`config.mk`:
```
export PLATFORM = sky130hd
export DESIGN_NAME = sramFifo
export DESIGN_NICKNAME = d
export VERILOG_FILES = /design/src/rtl/sramPkg.sv /design/src/rtl/sramFifo.sv
export SDC_FILE = /design/constraint.sdc
export NUM_CORES = 1
export LEC_CHECK = 0
export ABC_AREA = 1
export BUFFER_PORTS_ARGS = -buffer_cell sky130_fd_sc_hd__buf_2
export CAP_MARGIN = 20
export CORE_AREA = 2 2 59 61
export DETAILED_ROUTE_END_ITERATION = 6
export DIE_AREA = 0 0 61 63
export PLACE_DENSITY = 0.82
export SYNTH_ARGS = -nofsm -noshare
export SYNTH_HDL_FRONTEND = slang
export SYNTH_SLANG_ARGS = --single-unit
```
`constraint.sdc`:
```
create_clock -name iMemClk -period 2 [get_ports iMemClk]
set_clock_uncertainty 0.05 [all_clocks]
set_input_delay 0.6 -clock iMemClk [delete_from_list [all_inputs] [get_ports iMemClk]]
set_output_delay 0.6 -clock iMemClk [all_outputs]
set_load 0.1 [all_outputs]
```
`src/rtl/sramPkg.sv`:
```
`default_nettype none

package sramPkg;

	// --------------------------------------
	// SRAM geometry, 512K x 8
	// --------------------------------------
	localparam int RamAdrsWidth = 19;
	localparam int RamDqWidth = 8;

	// FIFO sizing
	localparam int FifoDepth = 16;
	localparam int FifoPtrWidth = $clog2(FifoDepth);
	// Count must hold FifoDepth itself
	localparam int FifoCountWidth = $clog2(FifoDepth + 1);

	// Beat count field, n means n+1 beats
	localparam int BurstLenWidth = 8;

	// Cycles from bus issue to read data in the phy
	localparam int PhyReadLatency = 2;

	typedef logic [RamAdrsWidth-1:0] ramAdrsT;
	typedef logic [RamDqWidth-1:0] ramDataT;

	// Read FIFO entry, 27 bits
	typedef struct packed {
		ramAdrsT adrs;
		ramDataT data;
	} readBeatT;

endpackage

`default_nettype wire

```
`src/rtl/sramFifo.sv`:
```
`timescale 1ns/1ps
`default_nettype none

module sramFifo
	import sramPkg::*;
#(
	parameter type payloadT = logic
)(
	input wire logic iMemClk,
	input wire logic rstN,
	input wire logic push,
	input wire payloadT pushData,
	input wire logic pop,
	output payloadT popData,
	output logic full,
	output logic empty,
	output logic [FifoCountWidth-1:0] count
);

	// --------------------------------------
	// Storage and pointers
	// --------------------------------------
	payloadT mem [FifoDepth];
	logic [FifoPtrWidth-1:0] wrPtrQ;
	logic [FifoPtrWidth-1:0] rdPtrQ;
	logic [FifoCountWidth-1:0] countQ;
	logic doPush;
	logic doPop;

	// Strobes ignored at the limits
	assign doPush = push & ~full;
	assign doPop = pop & ~empty;

	assign full = (countQ == FifoCountWidth'(FifoDepth));
	assign empty = (countQ == '0);
	assign count = countQ;

	// First-word fall-through head
	assign popData = mem[rdPtrQ];

	// Pointer and level tracking
	always_ff @(posedge iMemClk or negedge rstN)
	begin
		if (!rstN)
		begin
			wrPtrQ <= '0;
			rdPtrQ <= '0;
			countQ <= '0;
		end
		else
		begin
			// Power-of-two depth, pointers wrap on their own
			if (doPush)
				wrPtrQ <= wrPtrQ + 1'b1;
			if (doPop)
				rdPtrQ <= rdPtrQ + 1'b1;
			if (doPush && !doPop)
				countQ <= countQ + 1'b1;
			else if (doPop && !doPush)
				countQ <= countQ - 1'b1;
		end
	end

	// Entry write
	always_ff @(posedge iMemClk)
	begin
		if (doPush)
			mem[wrPtrQ] <= pushData;
	end

endmodule

`default_nettype wire

```
## Word-level counts from Yosys, hierarchy flattened

Memories as Yosys holds them, arrays and structs flattened.
Cells that the tools add are included.

| storage, ports and cells | value |
|---|---|
| bits in read-only memories | 0 |
| bits in writable memories | 16 |
| memories | 1 |
| flip-flop bits (word level) | 13 |
| bits in latches | 0 |
| logic and storage cells | 23 |

| cells by class | value |
|---|---|
| reduce and logical (&&, ||, !) cells | 6 |
| magnitude comparators | 0 |
| $mul | 0 |
| muxes and demuxes | 4 |
| shift-type cells | 0 |
| $add $sub $neg | 4 |
| bitwise logic cells | 4 |
| divide/modulo/power cells | 0 |
| equal/unequal tests | 1 |

Memory list:

| name | depth | width | rd ports | clocked after Yosys merged registers in | write ports | RTL line | RTL |
|---|---|---|---|---|---|---|---|
| mem | 16 | 1 | 1 | 0 | 1 | sramFifo.sv:23 | `payloadT mem [FifoDepth];` |

Operators by type and width:

| operator | count |
|---|---|
| $mux 5 | 2 |
| $add 4x1->4 const B | 2 |
| $add 5x1->5 const B | 1 |
| $eq 5x5->1 const B | 1 |
| $logic_not 5->1 | 1 |
| $sub 5x1->5 const B | 1 |
| $and 1x1->1 | 2 |
| $logic_and 1x1->1 | 2 |
| $logic_not 1->1 | 2 |
| $mux 1 | 2 |
| $not 1->1 | 2 |
| $reduce_bool 2->1 | 1 |

## Depth between registers and ports, before layout

| depth | value |
|---|---|
| depth in word-level cells | 7 |
| mapped depth | 14 |
| mapped depth without buffers | 14 |

## Worst setup path after synthesis

No wires, ideal clock.

| path | value |
|---|---|
| path kind | reg-to-reg |
| from | register countQ[1] (netlist: count[1]) |
| to | register countQ[4] (netlist: count[4]) |
| arrival time | 2.540 ns |
| path buffers | 0 |
| data required time | 1.830 ns |
| cell stages (with the launch flop) | 14 |
| period minus slack after synthesis | 2.710 ns |
| setup time | 0.120 ns |
| slack | -0.710 ns |
| path through | dfrtp_1 -> inv_1 -> nand4_2 -> nand2_4 -> inv_6 -> ha_1 -> inv_1 -> fa_1 -> nand2_1 -> nand3_1 -> nand3_1 -> nand2_1 -> nand2_1 -> nand2_1 |

| between the ends | value |
|---|---|
| word-level cells in the longest chain between the ends | 6 |

RTL lines:

| item | RTL line | RTL |
|---|---|---|
| start, declared | sramFifo.sv:26 | `logic [FifoCountWidth-1:0] countQ;` |
| start signal, assigned | sramFifo.sv:58 | `countQ <= countQ + 1'b1;` |
| start signal, assigned | sramFifo.sv:60 | `countQ <= countQ - 1'b1;` |
| $eq 5x5->1 (*) | sramFifo.sv:34 | `assign full = (countQ == FifoCountWidth'(FifoDepth));` |
| $not 1->1 (*) | sramFifo.sv:31 | `assign doPush = push & ~full;` |
| $and 1x1->1 (*) | sramFifo.sv:31 |  |
| via doPush | sramFifo.sv:27 | `logic doPush;` |
| $logic_not 1->1 | sramFifo.sv:59 | `else if (doPop && !doPush)` |
| $logic_and 1x1->1 | sramFifo.sv:59 |  |
| $reduce_bool 2->1 (no source line) | n/a |  |

Mark *: on every way through the listed nets, which the timed path passes. The rest lies on a longest branch. The select of a mux whose other input is x is not followed.
A chain may end at the register's enable or synchronous reset.

## Final worst setup path

| path | value |
|---|---|
| from | register rdPtrQ[0] |
| to | output port popData |

| between the ends | value |
|---|---|
| word-level cells in the longest chain between the ends | 1 |

RTL lines:

| item | RTL line | RTL |
|---|---|---|
| start, declared | sramFifo.sv:25 | `logic [FifoPtrWidth-1:0] rdPtrQ;` |
| start signal, assigned | sramFifo.sv:56 | `rdPtrQ <= rdPtrQ + 1'b1;` |
| $mem_v2 16x1 | n/a |  |
| end, declared | sramFifo.sv:14 | `output payloadT popData,` |

Every way passes these cells.

==> run metrics <==
CP Data Required Time=1.35 ns; Pre-antenna DRT Iters=4; placeable core region=3230 µm²; Rel. slew slack=67.8%; Layout area overhead=31.5%; remaining antenna violation count=0; fillers=242; fin cells=267; I/O Buffers=12; # DRC=0; DP HPWL=2260 µm; Synth Register Bits=29; top fanout value on the critical path=5; delay-heaviest family, CP=flip-flops; fmax=463 MHz; post-synthesis compound-gate area fraction=1.83%; vias per cell=4.87; r2r worst-path depth=13; clk sinks=29; total CTS buffers=5; syn nets=202; pin count of the biggest net entering global routing=17; Inserted Diodes=0; GR Util All Layers=18.6%; Final Cycle Share=108%; outcome=complete, but fails checks; clock buffer depth=2; Setup crit start=rdPtrQ[0]; total congestion overflow=0; Reg clk slew, reported paths=0.09 ns; time the worst path needs with I/O delays and setup=2.16 ns; worst setup margin=-0.162 ns; RSZ-0062 raised after global routing=true; dpl cells=250; Top FF cell, synth=edfxtp_1; CP Class=flop to output pin; global-route wire length before repair=5230 µm; DIE HEIGHT=63 µm; Crit path top cell by count=nand2_1; initial detailed-routing violation count=29; vias in the first global route=1227; most frequent cells in the layout=nand2_1 (51), inv_1 (19), nor2_1 (19); Gate Count Post-Synth=187; GP Congestion=0.785; reg2reg start=count[2]; commonest non-fill, non-tap cell in the layout=nand2_1; nets=235; critical path's slowest cell=dfrtp_2; initial antenna violation count=0; Post-synth EDFFs=16; Syn Std Cell Area=1640 µm²; mux share of post-synthesis cell area=0%; Place WS=0.0244 ns; Slew Limit Fails=0; Worst-Margin Slew=0.487 ns; Critical Path Max Stage Delay=0.48 ns; main combinational cell family by area after synthesis=simple AND/OR/NAND/NOR gates; Reg2Reg Capture Point=count[4]; final-report hold violation count=0; Synth Area in XOR/XNOR=3.67%; async set-reset flop share out of synthesis=44.8%; drt total wl=3310 µm; violated checks=setup timing; die footprint=3840 µm²; Seq/Total Area, Yosys=49.2%; clk_lat worst skew=0.33 ns; Synth Warn #=0; FP Rows=21; Max-Cap Viols=0; I/O pin cnt=13; setup TNS=-0.435 ns; Post-Synth Adder-Cell Area=8.10%; tightest hold margin=0.0954 ns; CP cell instances=buf_6 -> nand2_1 -> nand2_1 -> nor2_2 -> nor2_2 -> nand2_1 -> nand2_2 -> buf_12; via count=1301; # setup viols final=5; Die X=61 µm; htree depth=2; reg-to-reg slack, setup=-0.06 ns; Critical Path AT=1.51 ns; Wirelength per Cell=12.4 µm; TritonCTS clock tree=built; hold crit path type=input pin to async pin; Root Driver=clkbuf_4; Unique masters post-synth=20; layout cells sized above 1=36.7%; crit end category=output pin; Post-Syn Area per Cell=8.75 µm²; Worst Setup Start Kind=flop; crit path buf inv count=2; Starting Density=50.6%; post-synthesis simple-gate area fraction=30.2%
## state kept, by name, indices dropped and copies added, names as in the netlist
signal,flops
count,5
wrPtrQ,4
rdPtrQ,4
mem,16
## worst reg2reg max path, stage by stage, from the launching register on
cell	delay [ns]
dfrtp_4	0.50
nor2_4	0.17
nand4_4	0.10
buf_6	0.14
nand2_4	0.07
ha_4	0.15
inv_6	0.05
fa_2	0.37
nand2_2	0.10
nand3_2	0.07
nand3_1	0.07
nand2_1	0.05
nand2_1	0.05
nand2_1	0.04
## worst max path at each step
stage	to	slack, ns	cells after the start
floorplan	count[4]	-0.13	12
global placement	count[4]	0.07	13
detailed placement	count[4]	0.02	13
CTS	popData	-0.18	8
global route	popData	-0.30	8
finish	popData	-0.16	8
## cell families after synthesis
logic type,after synthesis
and+or+nand+nor,108
DFF,29
buffers and inverters,28
adders and majority gates,10
AOI/OAI and AO/OA,6
xor gates and xnor gates,6
## through the flow
step	utilization (%)	instance area, µm²
floorplan	-	1720
global placement	59.4	1920
detailed placement	59.4	1920
CTS	63.0	2040
global route	66.6	2150
finish	66.6	2150
## layout make-up
cell class	instances	area [µm²]	share of cell area [%]
inverter	27	126	5.87
tap	46	57.6	2.67
clock buffer	6	41.3	1.92
timing repair buffer	27	245	11.4
sequential	29	827	38.4
multi-input combinational	130	845	39.2
clock inverter	2	10.0	0.465
## metal layers
metal  wire length, µm  vias up  track usage [%]  part of all wire [%]
met3               109       16             5.38                   3.3
met4               159        0             10.6                   4.8
met1              1390      602             20.9                    42
li1                  -      657                -                     -
met5                 0        -                0                     0
met2              1650       26             30.5                    50
## synth_stat cells (2+ instances only)
cell type	n	area, µm²
edfxtp_1	16	480
xor2_1	2	17.5
nand3_1	15	75.1
nand2_4	6	67.6
xnor2_1	3	26.3
o21ai_0	6	30.0
ha_1	9	113
dfrtp_1	13	325
nand2_1	58	218
nor2_1	24	90.1
inv_1	25	93.8
nand4_2	2	25.0
## what timing repair did
action	CTS	global route
gates resized for setup	9	27
endpoints found under the hold margin	0	0
setup buffers	5	4
pin swaps	8	14
hold buffers	0	0
endpoints found under the setup margin	4	8
Power is left out: the tool's default activity adds up to more than one toggle a clock period on the data nets, which glitch-free logic cannot reach.
