<file path="config.mk">
export PLATFORM = sky130hd
export DESIGN_NAME = sramBurstEngine_flat
export DESIGN_NICKNAME = d
export VERILOG_FILES = /design/src/rtl/sramPkg.sv /design/src/rtl/sramCmdIf.sv /design/src/rtl/sramBurstEngine.sv /design/src/flat_wrapper.sv
export SDC_FILE = /design/constraint.sdc
export NUM_CORES = 1
export LEC_CHECK = 0
export ABC_AREA = 1
export ABC_CLOCK_PERIOD_IN_PS = 3200
export BUFFER_PORTS_ARGS = -buffer_cell sky130_fd_sc_hd__buf_4
export CAP_MARGIN = 25
export CORE_MARGIN = 5
export CORE_UTILIZATION = 51
export DETAILED_ROUTE_END_ITERATION = 8
export GPL_ROUTABILITY_DRIVEN = 1
export GPL_TIMING_DRIVEN = 0
export PLACE_DENSITY = 0.9
export SYNTH_ARGS = -nofsm -noshare
export SYNTH_HDL_FRONTEND = slang
export SYNTH_SLANG_ARGS = --single-unit
</file>
<file path="constraint.sdc">
create_clock -name iMemClk -period 3.2 [get_ports iMemClk]
set_input_delay 0.48 -clock iMemClk [delete_from_list [all_inputs] [get_ports iMemClk]]
set_output_delay 0.48 -clock iMemClk [all_outputs]
set_load 0.05 [all_outputs]
</file>
<file path="src/rtl/sramPkg.sv">
`default_nettype none

package sramPkg;

	// --------------------------------------
	// SRAM geometry, 512K x 8
	// --------------------------------------
	localparam int RamAdrsWidth = 19;
	localparam int RamDqWidth = 8;

	// FIFO sizing
	localparam int FifoDepth = 16;
	localparam int FifoPtrWidth = $clog2(FifoDepth);
	// Count must hold FifoDepth itself
	localparam int FifoCountWidth = $clog2(FifoDepth + 1);

	// Beat count field, n means n+1 beats
	localparam int BurstLenWidth = 8;

	// Cycles from bus issue to read data in the phy
	localparam int PhyReadLatency = 2;

	typedef logic [RamAdrsWidth-1:0] ramAdrsT;
	typedef logic [RamDqWidth-1:0] ramDataT;

	// Read FIFO entry, 27 bits
	typedef struct packed {
		ramAdrsT adrs;
		ramDataT data;
	} readBeatT;

endpackage

`default_nettype wire

</file>
<file path="src/rtl/sramCmdIf.sv">
`timescale 1ns/1ps
`default_nettype none

// One SRAM access per clock, engine to phy
interface sramCmdIf
	import sramPkg::*;
();

	// Request side
	ramAdrsT adrs;
	ramDataT wd;
	// Access this cycle
	logic sel;
	// High read, low write
	logic rdCmd;

	// Return side, valid two cycles after a read issue
	ramDataT rd;
	logic rdValid;

	// Burst engine drives requests
	modport engine (
		output adrs, wd, sel, rdCmd,
		input rd, rdValid
	);

	// Pin driver takes every cycle with sel high
	modport phy (
		input adrs, wd, sel, rdCmd,
		output rd, rdValid
	);

endinterface

`default_nettype wire

</file>
<file path="src/rtl/sramBurstEngine.sv">
`timescale 1ns/1ps
`default_nettype none

module sramBurstEngine
	import sramPkg::*;
(
	input wire logic iMemClk,
	input wire logic rstN,
	// Command
	input wire logic cmdValid,
	input wire logic cmdRead,
	input wire ramAdrsT cmdAdrs,
	input wire logic [BurstLenWidth-1:0] cmdLen,
	output logic busy,
	// Write FIFO head
	input wire logic wrEmpty,
	input wire ramDataT wrHead,
	output logic wrPop,
	// Read FIFO side
	input wire logic [FifoCountWidth-1:0] rdCount,
	output logic rdPush,
	output readBeatT rdBeat,
	// Per-cycle SRAM access
	sramCmdIf.engine bus
);

	// --------------------------------------
	// Burst state
	// --------------------------------------
	logic activeQ;
	logic dirReadQ;
	ramAdrsT curAdrsQ;
	// Beats left minus one
	logic [BurstLenWidth-1:0] beatsLeftQ;
	// Reads issued and not yet in the read FIFO
	logic [FifoCountWidth-1:0] inFlightQ;

	logic accept;
	logic issue;
	logic rdIssue;
	logic rdCredit;
	logic [FifoCountWidth:0] pendingReads;

	// Address of each read on its way back
	ramAdrsT adrsPipeQ [PhyReadLatency];

	// Busy until issued writes are done or reads have landed
	assign busy = activeQ | (inFlightQ != '0);

	// Commands while busy are dropped
	assign accept = cmdValid & ~busy;

	// Room check counts the FIFO and reads still in the pipe
	assign pendingReads = {1'b0, rdCount} + {1'b0, inFlightQ};
	assign rdCredit = (pendingReads < (FifoCountWidth + 1)'(FifoDepth));

	// One beat per cycle at most
	// Writes wait for data, reads wait for space
	assign issue = activeQ & (dirReadQ ? rdCredit : ~wrEmpty);
	assign rdIssue = issue & dirReadQ;

	// Write byte leaves the FIFO as its beat goes out
	assign wrPop = issue & ~dirReadQ;

	// --------------------------------------
	// Bus request
	// --------------------------------------
	assign bus.sel = issue;
	assign bus.rdCmd = dirReadQ;
	assign bus.adrs = curAdrsQ;
	assign bus.wd = wrHead;

	// Sequencer
	always_ff @(posedge iMemClk or negedge rstN)
	begin
		if (!rstN)
		begin
			activeQ <= 1'b0;
			dirReadQ <= 1'b0;
			curAdrsQ <= '0;
			beatsLeftQ <= '0;
		end
		else if (accept)
		begin
			activeQ <= 1'b1;
			dirReadQ <= cmdRead;
			curAdrsQ <= cmdAdrs;
			beatsLeftQ <= cmdLen;
		end
		else if (issue)
		begin
			// Wraps modulo 2^19 on its own
			curAdrsQ <= curAdrsQ + 1'b1;
			beatsLeftQ <= beatsLeftQ - 1'b1;
			// Last beat out
			if (beatsLeftQ == '0)
				activeQ <= 1'b0;
		end
	end

	// Read credit accounting
	always_ff @(posedge iMemClk or negedge rstN)
	begin
		if (!rstN)
			inFlightQ <= '0;
		else
		begin
			case ({rdIssue, rdPush})
				2'b10: inFlightQ <= inFlightQ + 1'b1;
				2'b01: inFlightQ <= inFlightQ - 1'b1;
				default: inFlightQ <= inFlightQ;
			endcase
		end
	end

	// --------------------------------------
	// Read return pairing
	// --------------------------------------
	// Shifts every cycle to stay aligned with the phy
	always_ff @(posedge iMemClk)
	begin
		adrsPipeQ[0] <= bus.adrs;
		for (int i = 1; i < PhyReadLatency; i++)
		begin
			adrsPipeQ[i] <= adrsPipeQ[i-1];
		end
	end

	// Data and its address go into the read FIFO together
	assign rdPush = bus.rdValid;
	assign rdBeat = '{adrs: adrsPipeQ[PhyReadLatency-1], data: bus.rd};

endmodule

`default_nettype wire

</file>
<file path="src/flat_wrapper.sv">
// flat-port wrapper written by rule: the top's interface ports become plain ports
module sramBurstEngine_flat import sramPkg::*;
  (iMemClk, rstN, cmdValid, cmdRead, cmdAdrs, cmdLen, busy, wrEmpty, wrHead, wrPop, rdCount, rdPush, rdBeat, bus_adrs, bus_wd, bus_sel, bus_rdCmd, bus_rd, bus_rdValid);
  sramCmdIf bus_i ();
  input wire logic iMemClk;
  input wire logic rstN;
  input wire logic cmdValid;
  input wire logic cmdRead;
  input wire ramAdrsT cmdAdrs;
  input wire logic [BurstLenWidth-1:0] cmdLen;
  output logic busy;
  input wire logic wrEmpty;
  input wire ramDataT wrHead;
  output logic wrPop;
  input wire logic [FifoCountWidth-1:0] rdCount;
  output logic rdPush;
  output readBeatT rdBeat;
  output wire logic [$bits(bus_i.adrs)-1:0] bus_adrs;
  output wire logic [$bits(bus_i.wd)-1:0] bus_wd;
  output wire logic [$bits(bus_i.sel)-1:0] bus_sel;
  output wire logic [$bits(bus_i.rdCmd)-1:0] bus_rdCmd;
  input wire logic [$bits(bus_i.rd)-1:0] bus_rd;
  input wire logic [$bits(bus_i.rdValid)-1:0] bus_rdValid;
  assign bus_adrs = bus_i.adrs;
  assign bus_wd = bus_i.wd;
  assign bus_sel = bus_i.sel;
  assign bus_rdCmd = bus_i.rdCmd;
  assign bus_i.rd = bus_rd;
  assign bus_i.rdValid = bus_rdValid;
  sramBurstEngine u_core (.iMemClk(iMemClk), .rstN(rstN), .cmdValid(cmdValid), .cmdRead(cmdRead), .cmdAdrs(cmdAdrs), .cmdLen(cmdLen), .busy(busy), .wrEmpty(wrEmpty), .wrHead(wrHead), .wrPop(wrPop), .rdCount(rdCount), .rdPush(rdPush), .rdBeat(rdBeat), .bus(bus_i));
endmodule
</file>
# Yosys cells after proc, flatten, opt, wreduce, memory -nomap -nowiden
# Memory sizes are Yosys's and may differ from the RTL's.
# Cells that the tools add are included.
dict set report classes {
  add_sub_neg 5
  n_lt_le_gt_ge 1
  n_eq_ne 2
  n_mux 9
  bitwise 8
  n_reduce_logical 6
}
# operator n
set ops {}
lappend ops {{$mux W19} 2}
lappend ops {{$add A19 B1 Y19 const B} 1}
lappend ops {{$mux W8} 2}
lappend ops {{$pmux W5 S2} 1}
lappend ops {{$logic_not A8 Y1} 1}
lappend ops {{$sub A8 B1 Y8 const B} 1}
lappend ops {{$add A5 B5 Y6} 1}
lappend ops {{$lt A6 B5 Y1 const B} 1}
lappend ops {{$reduce_bool A2 Y1} 3}
lappend ops {{$add A5 B1 Y5 const B} 1}
lappend ops {{$reduce_bool A5 Y1} 1}
lappend ops {{$sub A5 B1 Y5 const B} 1}
lappend ops {{$and A1 B1 Y1} 4}
lappend ops {{$mux W1} 4}
lappend ops {{$not A1 Y1} 3}
lappend ops {{$eq A2 B1 Y1 const B} 1}
lappend ops {{$eq A2 B2 Y1 const B} 1}
lappend ops {{$reduce_and A2 Y1} 1}
lappend ops {{$or A1 B1 Y1} 1}
dict set report word_totals {
  ff_bits 34
  ramBits 38
  in_bits 54
  output_inout_bits 59
  wordCells 37
  mem_count 1
}
# memory depth width rd rd_ports_with_merged_regs wr line
set memory_table {}
lappend memory_table {u_core.adrsPipeQ 2 19 2 0 2 sramBurstEngine.sv:45} ;# ramAdrsT adrsPipeQ [PhyReadLatency];

# Depth between registers and ports, before layout
# Gate-level depths: netlist of run 1.
dict set report depth {
  ltp_word 7
  depth_mapped 22
  mapped_depth_nobuf 21
}

# Least setup slack after synthesis of run 1
# No wires, ideal clock.
dict set report synth_timing {
  path_kind {input-to-reg}
  start {input port rdCount[4]}
  end {register u_core.inFlightQ[4]}
  arrival_time_ps 2898
  t_required_ps 3077
  setup_slack_ps 180
  stages 15
  n_path_buf 1
  path_cell_list {ha_1 -> nor4_2 -> nand2_1 -> nand2_2 -> nand2_4 -> buf_12 -> inv_1 -> nand2_1 -> ha_1 -> ha_1 -> a21oi_1 -> nor2_1 -> o21ai_0 -> nand3_1 -> xnor2_1}
}
dict set report synth_between {
  elab_chain_cells 7
  elab_cells_between_ends 9
  classes_between {add/sub: 1; order compare: 1; eq/ne: 2; mux: 2; bitwise: 2; reduce/logical: 1}
}
# element line
set synth_lines {}
lappend synth_lines {{from (decl)} flat_wrapper.sv:15} ;# input wire logic [FifoCountWidth-1:0] rdCount;
lappend synth_lines {{$add A5 B5 Y6 (*)} sramBurstEngine.sv:54} ;# assign pendingReads = {1'b0, rdCount} + {1'b0, inFlightQ};
lappend synth_lines {{$lt A6 B5 Y1 (*)} sramBurstEngine.sv:55} ;# assign rdCredit = (pendingReads < (FifoCountWidth + 1)'(FifoDepth));
lappend synth_lines {{$mux W1 (*)} sramBurstEngine.sv:59} ;# assign issue = activeQ & (dirReadQ ? rdCredit : ~wrEmpty);
lappend synth_lines {{$and A1 B1 Y1 (*)} sramBurstEngine.sv:59}
lappend synth_lines {{net bus_sel} flat_wrapper.sv:20} ;# output wire logic [$bits(bus_i.sel)-1:0] bus_sel;
lappend synth_lines {{$and A1 B1 Y1 (*)} sramBurstEngine.sv:60} ;# assign rdIssue = issue & dirReadQ;
lappend synth_lines {{$eq A2 B1 Y1 / $eq A2 B2 Y1 (equally long branches)} sramBurstEngine.sv:108} ;# case ({rdIssue, rdPush})
lappend synth_lines {{$pmux W5 S2 / $reduce_bool A2 Y1 (equally long branches)} --}
lappend synth_lines {{to (signal assigned)} sramBurstEngine.sv:109} ;# 2'b10: inFlightQ <= inFlightQ + 1'b1;
lappend synth_lines {{to (signal assigned)} sramBurstEngine.sv:110} ;# 2'b01: inFlightQ <= inFlightQ - 1'b1;
lappend synth_lines {{to (signal assigned)} sramBurstEngine.sv:111} ;# default: inFlightQ <= inFlightQ;
lappend synth_lines {{to (decl)} sramBurstEngine.sv:36} ;# logic [FifoCountWidth-1:0] inFlightQ;
# The timed path passes the listed nets; every way through them passes the cells marked *.
# A chain may end at the register's enable or synchronous reset.

# Worst setup path after layout of run 1
dict set report layout_timing {
  start {register u_core.inFlightQ[1]}
  end {register u_core.inFlightQ[4]}
}
dict set report layout_between {
  elab_chain_cells 7
  elab_cells_between_ends 11
  classes_between {add/sub: 3; order compare: 1; eq/ne: 2; mux: 2; bitwise: 2; reduce/logical: 1}
}
# element line
set layout_lines {}
lappend layout_lines {{$add A5 B5 Y6} sramBurstEngine.sv:54}
lappend layout_lines {{$lt A6 B5 Y1} sramBurstEngine.sv:55}
lappend layout_lines {{$mux W1} sramBurstEngine.sv:59}
lappend layout_lines {{$and A1 B1 Y1} sramBurstEngine.sv:59}
lappend layout_lines {{$and A1 B1 Y1} sramBurstEngine.sv:60}
lappend layout_lines {{$eq A2 B1 Y1 / $eq A2 B2 Y1 (equally long branches)} sramBurstEngine.sv:108}
lappend layout_lines {{$pmux W5 S2 / $reduce_bool A2 Y1 (equally long branches)} --}
# Parallel ways exist; a longest one is shown, timed or not.

==> results of run 1 <==
-- report_power, final --
group          leakage (nW)  total, W  internal, W  switching [W]
Clock                0.0958  0.000678     0.000333       0.000345
Sequential            0.753   0.00138      0.00114       0.000240
Combinational          1.58   0.00172     0.000661        0.00106
Total                  2.42   0.00378      0.00214        0.00164
-- flip-flops by register name, indices dropped and copies added (netlist names) --
| register | cells |
|---|---|
| u_core.bus.rdCmd | 1 |
| u_core.activeQ | 1 |
| u_core.bus.adrs | 19 |
| u_core.inFlightQ | 5 |
| u_core.beatsLeftQ | 8 |
| u_core.adrsPipeQ | 38 |
-- final timing paths --
| check | to | depth (start not counted) |
|---|---|---|
| worst max-delay path | u_core.inFlightQ[4] | 22 |
| worst min-delay path | u_core.beatsLeftQ[0] | 1 |
| worst max register to register | u_core.inFlightQ[4] | 22 |
| worst min register to register | u_core.adrsPipeQ[0][24] | 0 |
| max in group asynchronous | u_core.inFlightQ[0] | 1 |
| min in group iMemClk | u_core.adrsPipeQ[0][24] | 0 |
-- per-stage QoR --
stage | cell area (um^2) | instances | TNS [ns] | hold slack, ns
after floorplan | 3640 | 450 | 0 | 0.184
after global placement | 4480 | 642 | 0 | 0.310
after detailed placement | 4480 | 642 | 0 | 0.312
after CTS | 4670 | 658 | 0 | 0.0827
after global routing | 4680 | 659 | -0.00171 | 0.103
final | 4680 | 659 | 0 | 0.0691
-- kinds of logic after synthesis --
kind of cell             Yosys count
flip-flops                        72
adder cells (fa/ha/maj)           12
AND/OR/NAND/NOR                  251
buffers and inverters             74
AO/OA/AOI/OAI                     29
XOR/XNOR                          12
-- Yosys cell counts --
cell | n | share of area, %
sky130_fd_sc_hd__nor4_2 | 1 | 0.34
sky130_fd_sc_hd__nand3_2 | 11 | 3.0
sky130_fd_sc_hd__fa_1 | 1 | 0.55
sky130_fd_sc_hd__a31oi_1 | 3 | 0.52
sky130_fd_sc_hd__xor2_1 | 4 | 0.96
sky130_fd_sc_hd__buf_4 | 36 | 7.4
sky130_fd_sc_hd__a21oi_1 | 3 | 0.41
sky130_fd_sc_hd__o21ai_0 | 20 | 2.7
sky130_fd_sc_hd__nand2_4 | 2 | 0.62
sky130_fd_sc_hd__buf_2 | 6 | 0.82
sky130_fd_sc_hd__nand4_1 | 4 | 0.69
sky130_fd_sc_hd__nand2_2 | 2 | 0.34
sky130_fd_sc_hd__inv_1 | 22 | 2.3
sky130_fd_sc_hd__ha_1 | 11 | 3.8
sky130_fd_sc_hd__or2_2 | 3 | 0.52
sky130_fd_sc_hd__o21bai_1 | 1 | 0.21
sky130_fd_sc_hd__nor3_1 | 1 | 0.14
sky130_fd_sc_hd__nand2_1 | 156 | 16
sky130_fd_sc_hd__inv_2 | 2 | 0.21
sky130_fd_sc_hd__buf_12 | 2 | 1.1
sky130_fd_sc_hd__nand3_1 | 38 | 5.2
sky130_fd_sc_hd__a31o_2 | 1 | 0.24
sky130_fd_sc_hd__dfxtp_1 | 38 | 21
sky130_fd_sc_hd__nand3b_1 | 2 | 0.41
sky130_fd_sc_hd__dfrtp_1 | 34 | 23
sky130_fd_sc_hd__nor2_1 | 31 | 3.2
sky130_fd_sc_hd__buf_6 | 6 | 1.9
sky130_fd_sc_hd__xnor2_1 | 8 | 1.9
sky130_fd_sc_hd__a21o_1 | 1 | 0.21
-- layout make-up --
class	count	area, um^2
Buffer	50	408
Clock buffer	11	153
Clock inverter	5	36.3
Fill cell	576	2190
Inverter	24	90.1
Multi-Input combinational cell	304	1540
Sequential cell	72	1610
Tap cell	96	120
Timing Repair Buffer	97	728
-- layer usage --
layer / up-vias / GRT usage, % / wire length, um
met4: 0 / 8.17 / 176
met5: - / 0 / 0
met2: 134 / 34.2 / 4130
met3: 18 / 6.45 / 721
li1: 1614 / - / -
met1: 1459 / 24.2 / 3430
-- worst register-to-register path, stage by stage (launching register included) --
cell,delay [ns]
sky130_fd_sc_hd__dfrtp_1,0.42
sky130_fd_sc_hd__ha_1,0.29
sky130_fd_sc_hd__nand3_1,0.06
sky130_fd_sc_hd__nand2_1,0.07
sky130_fd_sc_hd__nand2_1,0.04
sky130_fd_sc_hd__nand2_1,0.05
sky130_fd_sc_hd__nand2_1,0.05
sky130_fd_sc_hd__nand2_1,0.06
sky130_fd_sc_hd__nand2_2,0.07
sky130_fd_sc_hd__nand2_4,0.10
sky130_fd_sc_hd__buf_12,0.14
sky130_fd_sc_hd__inv_1,0.06
sky130_fd_sc_hd__nand2_1,0.06
sky130_fd_sc_hd__ha_2,0.22
sky130_fd_sc_hd__inv_1,0.09
sky130_fd_sc_hd__fa_1,0.35
sky130_fd_sc_hd__inv_1,0.09
sky130_fd_sc_hd__a21oi_1,0.07
sky130_fd_sc_hd__nor2_1,0.13
sky130_fd_sc_hd__nor2_1,0.05
sky130_fd_sc_hd__nand2_1,0.05
sky130_fd_sc_hd__nand3_1,0.09
sky130_fd_sc_hd__xnor2_1,0.14
-- what timing repair did --
item,CTS,global route
setup endpoints to repair,0,1
gates resized for setup,0,1
hold endpoints to repair,0,0
buffers inserted,0,1
==> out/metrics.cfg, run 1 <==
[logic_synthesis]
yosysWarningCount = 0
netlist_instances = 450
arithmetic_cell_share_of_the_synthesized_area_counting_full_adders_half_adders_and_majority_gates_pct = 4.33
syn-mean-instance-area_um2 = 8.10
combinational_family_with_the_most_area_after_synthesis = simple AND/OR/NAND/NOR gates
synth_xor_area_share_pct = 2.88
simple_logic_cell_fraction_of_the_synthesized_area_pct = 30.6
net_count_after_synthesis = 516
ys_seq_area_share_pct = 44.2
post_synth_instance_area_um2 = 3640
ys_types = 29
yosys_register_bits = 72
synth.mux.area_fraction_pct = 0
synth-compound-area-share_pct = 4.33

[sta]
maxSlewViolCount = 0
tightest_slew_ns = 0.454
worst_slack_ns = 0.325
min_period_over_period_pct = 89.9
slew_headroom_pct = 69.7
fmax_achieved_mhz = 348
min_period_ns = 2.88
hold_viol = 0
setup_viol = 0
skew_ns = 0.00446

[outcome]
run_status = complete, no violations

[layout]
layout-drive-gt1-share_pct = 32.9
layout.cells.most_common_list = sky130_fd_sc_hd__nand2_1 (156), sky130_fd_sc_hd__buf_4 (133), sky130_fd_sc_hd__nand3_1 (38), sky130_fd_sc_hd__dfxtp_1 (38), sky130_fd_sc_hd__dfrtp_1 (34)
nets = 624
final_util_pct = 68.2
diodes = 0
layout_commonest_cell = sky130_fd_sc_hd__nand2_1
flow.area_growth_from_synthesis_pct = 28.5

[cts]
clockRootBuffer = sky130_fd_sc_hd__clkbuf_8
cts_h_tree_lvls = 3
cts_inserted_buffers = 9
cts_hold_buf = 0
clock_insertion_delay_worst_skew_ns = 0.35
tritoncts_clock_tree = built
clock_tree.buffer_depth = 2
numClockSinks = 72
clk_pin_slew_ns = 0.08

[worst_setup_path]
crit_path_leading_delay_family = simple AND/OR/NAND/NOR gates
crit_path_frequent_cell = sky130_fd_sc_hd__nand2_1
crit_fanout = 10
critical_path.reg2reg.startpoint = u_core.inFlightQ[1]
timing.critical_path.slowest_stage_cell = sky130_fd_sc_hd__dfrtp_1
r2r_setup_slk_ns = 0.32
critical_path_arrival_ns = 3.11
critical_path_buf_inv_count = 4
worstPathCellList = ha_1, nand3_1, nand2_1, nand2_1, nand2_1, nand2_1, nand2_1, nand2_2, nand2_4, buf_12, inv_1, nand2_1, ha_2, inv_1, fa_1, inv_1, a21oi_1, nor2_1, nor2_1, nand2_1, nand3_1, xnor2_1
required_ns = 3.43
max_stage_delay_ns = 0.42
timing.critical_path.to_type = register
cp-startpoint = u_core.inFlightQ[1]
setup.worst_path.class = reg2reg
crit_start_category = register

[power]
power.leakage_nw = 2.42
design_power_total_w = 0.00378
worst_ir_drop_vdd_mv = 0.435
powerDensity_nw_per_um2 = 807

[global_route]
grt_overflow = 0
grt_use_total_pct = 20.4
grt_antenna_before_repair = 0
grt_first_pass_wirelength_um = 14400
first_global_vias = 3243
maximum_number_of_pins_on_one_net_before_global_route_repair = 35

[die]
fp.dieH_um = 94.5
start_util_pct = 53.0
die_w_um = 94.5
boundaryPins = 113
placement_rows = 30
design.die.area_um2 = 8930
fp.coreArea_um2 = 6870

[place]
pre_cts_ws_ns = 0.115
dp_hpwl_um = 6410
gp_routability_congestion = 0.954
placement.io_buffers = 96

[run]
drv.max_cap_violation_count = 0

[route]
remaining_drc_errors = 0
detail_route.iter0.violations = 170
drt_pass1_iterations = 5
vias = 3225
route.final.wire_length_um = 8460
wire_per_inst_um = 12.8
drtAntennaViolNets = 0
post_drt_via_cell_ratio = 4.89

[worst_hold_path]
hp-class = in2async

No activity file was read; power rests on OpenSTA's default activity.
==> inputs of run 2 (changes only) <==
Settings changed: ABC_CLOCK_PERIOD_IN_PS 3200 to 3600, CORE_UTILIZATION 51 to 55, PLACE_DENSITY 0.9 to 0.95.
Clock period 3.2 ns to 3.6 ns, I/O delays scaled along.
==> out/metrics.cfg, run 2 (same netlist as run 1, synthesis figures left out) <==
[route]
post_drt_via_cell_ratio = 5.12  ; +4.6%
remaining_drc_errors = 0  ; unchanged
route.final.wire_length_um = 8620  ; +2.0%
drtAntennaViolNets = 0  ; unchanged
detail_route.iter0.violations = 196  ; +15%
drt_pass1_iterations = 7  ; +2
wire_per_inst_um = 13.5  ; +5.1%
vias = 3271  ; +1.4%

[place]
placement.io_buffers = 96  ; unchanged
post_dp_cell_area_um2 = 4460  ; -0.53%
gp_routability_congestion = 0.908  ; -4.9%
dp_hpwl_um = 6580  ; +2.6%

[layout]
diodes = 0  ; unchanged
layout_commonest_cell = sky130_fd_sc_hd__nand2_1
layout-drive-gt1-share_pct = 32.6  ; -0.30 points
flow.area_growth_from_synthesis_pct = 27.2
fill_cells = 514  ; -11%
final_util_pct = 72.6  ; +4.4 points
largest_register = u_core.adrsPipeQ
nets = 623  ; -0.16%
finish.instance_area_um2 = 4630  ; -1.0%
layout.cells.most_common_list = sky130_fd_sc_hd__nand2_1 (156), sky130_fd_sc_hd__buf_4 (132), sky130_fd_sc_hd__nand3_1 (38), sky130_fd_sc_hd__dfxtp_1 (38), sky130_fd_sc_hd__dfrtp_1 (34)
largest_reg_flops = 38  ; unchanged

[worst_setup_path]
worstReg2RegEnd = u_core.inFlightQ[4]
cp-startpoint = u_core.inFlightQ[1]
required_ns = 3.83  ; +0.40 ns
critical_path_arrival_ns = 3.17  ; +0.06 ns
worstPathCellList = ha_1, nand3_1, nand2_1, nand2_1, nand2_1, nand2_1, nand2_1, nand2_2, nand2_4, buf_12, inv_1, nand2_1, ha_1, inv_1, fa_1, inv_1, a21oi_1, nor2_1, nor2_1, nand2_1, nand3_1, xnor2_1
r2r_cells = 22  ; unchanged
crit_path_frequent_cell = sky130_fd_sc_hd__nand2_1
timing.critical_path.slowest_stage_cell = sky130_fd_sc_hd__dfrtp_1
setup.worst_path.class = reg2reg
crit_fanout = 10  ; unchanged
critical_path.reg2reg.startpoint = u_core.inFlightQ[1]
critical_path.endpoint = u_core.inFlightQ[4]
r2r_setup_slk_ns = 0.67  ; +0.34 ns
max_stage_delay_ns = 0.43  ; about the same
timing.critical_path.to_type = register
crit_start_category = register

[sta]
tightest_slew_ns = 0.446  ; -0.00845 ns
setup_total_negative_slack_ns = 0  ; unchanged
slew_headroom_pct = 70.3  ; +0.56 points
fmax_achieved_mhz = 341  ; -2.0%
min_period_ns = 2.93  ; +0.0590 ns
setup_repair_after_global_routing_missed_its_margin = no
setup_viol = 0  ; unchanged
hold_viol = 0  ; unchanged
skew_ns = 0.00971  ; +0.00525 ns
min_period_over_period_pct = 81.5  ; -8.3 points
maxSlewViolCount = 0  ; unchanged

[power]
powerDensity_nw_per_um2 = 715  ; -11%
power.leakage_nw = 2.41  ; -0.41%
design_power_total_w = 0.00331  ; -12%
worst_ir_drop_vdd_mv = 0.489  ; +12%

[cts]
tritoncts_clock_tree = built
clock_tree.buffer_depth = 2  ; unchanged
clock_insertion_delay_worst_skew_ns = 0.35  ; about the same
numClockSinks = 72  ; unchanged
clockRootBuffer = sky130_fd_sc_hd__clkbuf_8
post-cts-setup-buffers = 0  ; unchanged
cts_hold_buf = 0  ; unchanged
cts_inserted_buffers = 9  ; unchanged
cts.repair.resized = 0  ; unchanged
cts_h_tree_lvls = 3  ; unchanged
clk_pin_slew_ns = 0.08  ; about the same

[global_route]
busiest_layer = met2
gr-usage-met3_pct = 6.20  ; -0.26 points
maximum_number_of_pins_on_one_net_before_global_route_repair = 35  ; unchanged
first_global_vias = 3323  ; +2.5%
grt_overflow = 0  ; unchanged
gr-usage-met1_pct = 23.4  ; -0.83 points
grt_first_pass_wirelength_um = 14300  ; -0.29%
grt_antenna_before_repair = 0  ; unchanged
grt_use_total_pct = 20.9  ; +0.51 points
groute.layer.met2.usage_pct = 36.7  ; +2.5 points

[outcome]
run_status = complete, no violations

[die]
placement_rows = 29  ; -3.3%
design.die.area_um2 = 8350  ; -6.5%
fp.dieH_um = 91.4  ; -3.3%
boundaryPins = 113  ; unchanged
start_util_pct = 57.1  ; +4.0 points
die_w_um = 91.4  ; -3.3%
fp.coreArea_um2 = 6390  ; -7.0%

[worst_hold_path]
hp-class = in2async

[run]
drv.max_cap_violation_count = 0  ; unchanged

run 2: worst min-delay path by stage:
stage	from	depth (start not counted)	endpoint
after global placement	u_core.adrsPipeQ[0][6]	0	u_core.adrsPipeQ[0][25]
after detailed placement	u_core.adrsPipeQ[0][8]	0	u_core.adrsPipeQ[0][27]
final	rstN	1	u_core.bus.adrs[14]
after CTS	rstN	1	u_core.bus.adrs[14]
after floorplan	rstN	0	u_core.activeQ
after global routing	rstN	1	u_core.bus.adrs[14]
run 2: final cells by class:
| cell class | count | area, um^2 | area share (%) |
|---|---|---|---|
| multi-input combinational | 304 | 1530 | 33.1 |
| timing repair buffer | 96 | 721 | 15.6 |
| tap | 77 | 96.3 | 2.08 |
| buffer | 50 | 408 | 8.80 |
| inverter | 24 | 90.1 | 1.94 |
| clock buffer | 11 | 141 | 3.05 |
| clock inverter | 5 | 32.5 | 0.702 |
| sequential | 72 | 1610 | 34.8 |
run 2: power by group:
group          leakage, nW  switching [W]  internal (W)
Combinational         1.57       0.000942      0.000580
Sequential           0.753       0.000215       0.00102
Clock               0.0896       0.000292      0.000268
run 2: through the flow:
step           std cells  setup slack (ns)  hold WS (ns)
2_1_floorplan        450             0.520         0.244
3_3_place_gp         623             0.577         0.310
3_5_place_dp         623             0.463         0.312
4_1_cts              639             0.649         0.136
5_1_grt              639             0.445         0.165
6_report             639             0.666         0.132
run 2: worst max-delay path: cells and delay by family, from the launching register on:
kind                     cells  cell delay, ns
flip-flops                   1            0.43
XOR/XNOR                     1            0.14
AND/OR/NAND/NOR             13            0.86
buffers and inverters        4            0.40
adder cells (fa/ha/maj)      3            0.88
AO/OA/AOI/OAI                1            0.07
run 2: per-layer routing:
| metal | part of all wire, % | routed length, um | up-vias |
|---|---|---|---|
| met4 | 1.1 | 96 | 0 |
| li1 | - | - | 1613 |
| met1 | 39 | 3330 | 1500 |
| met2 | 51 | 4440 | 148 |
| met5 | 0 | 0 | - |
| met3 | 8.8 | 757 | 10 |
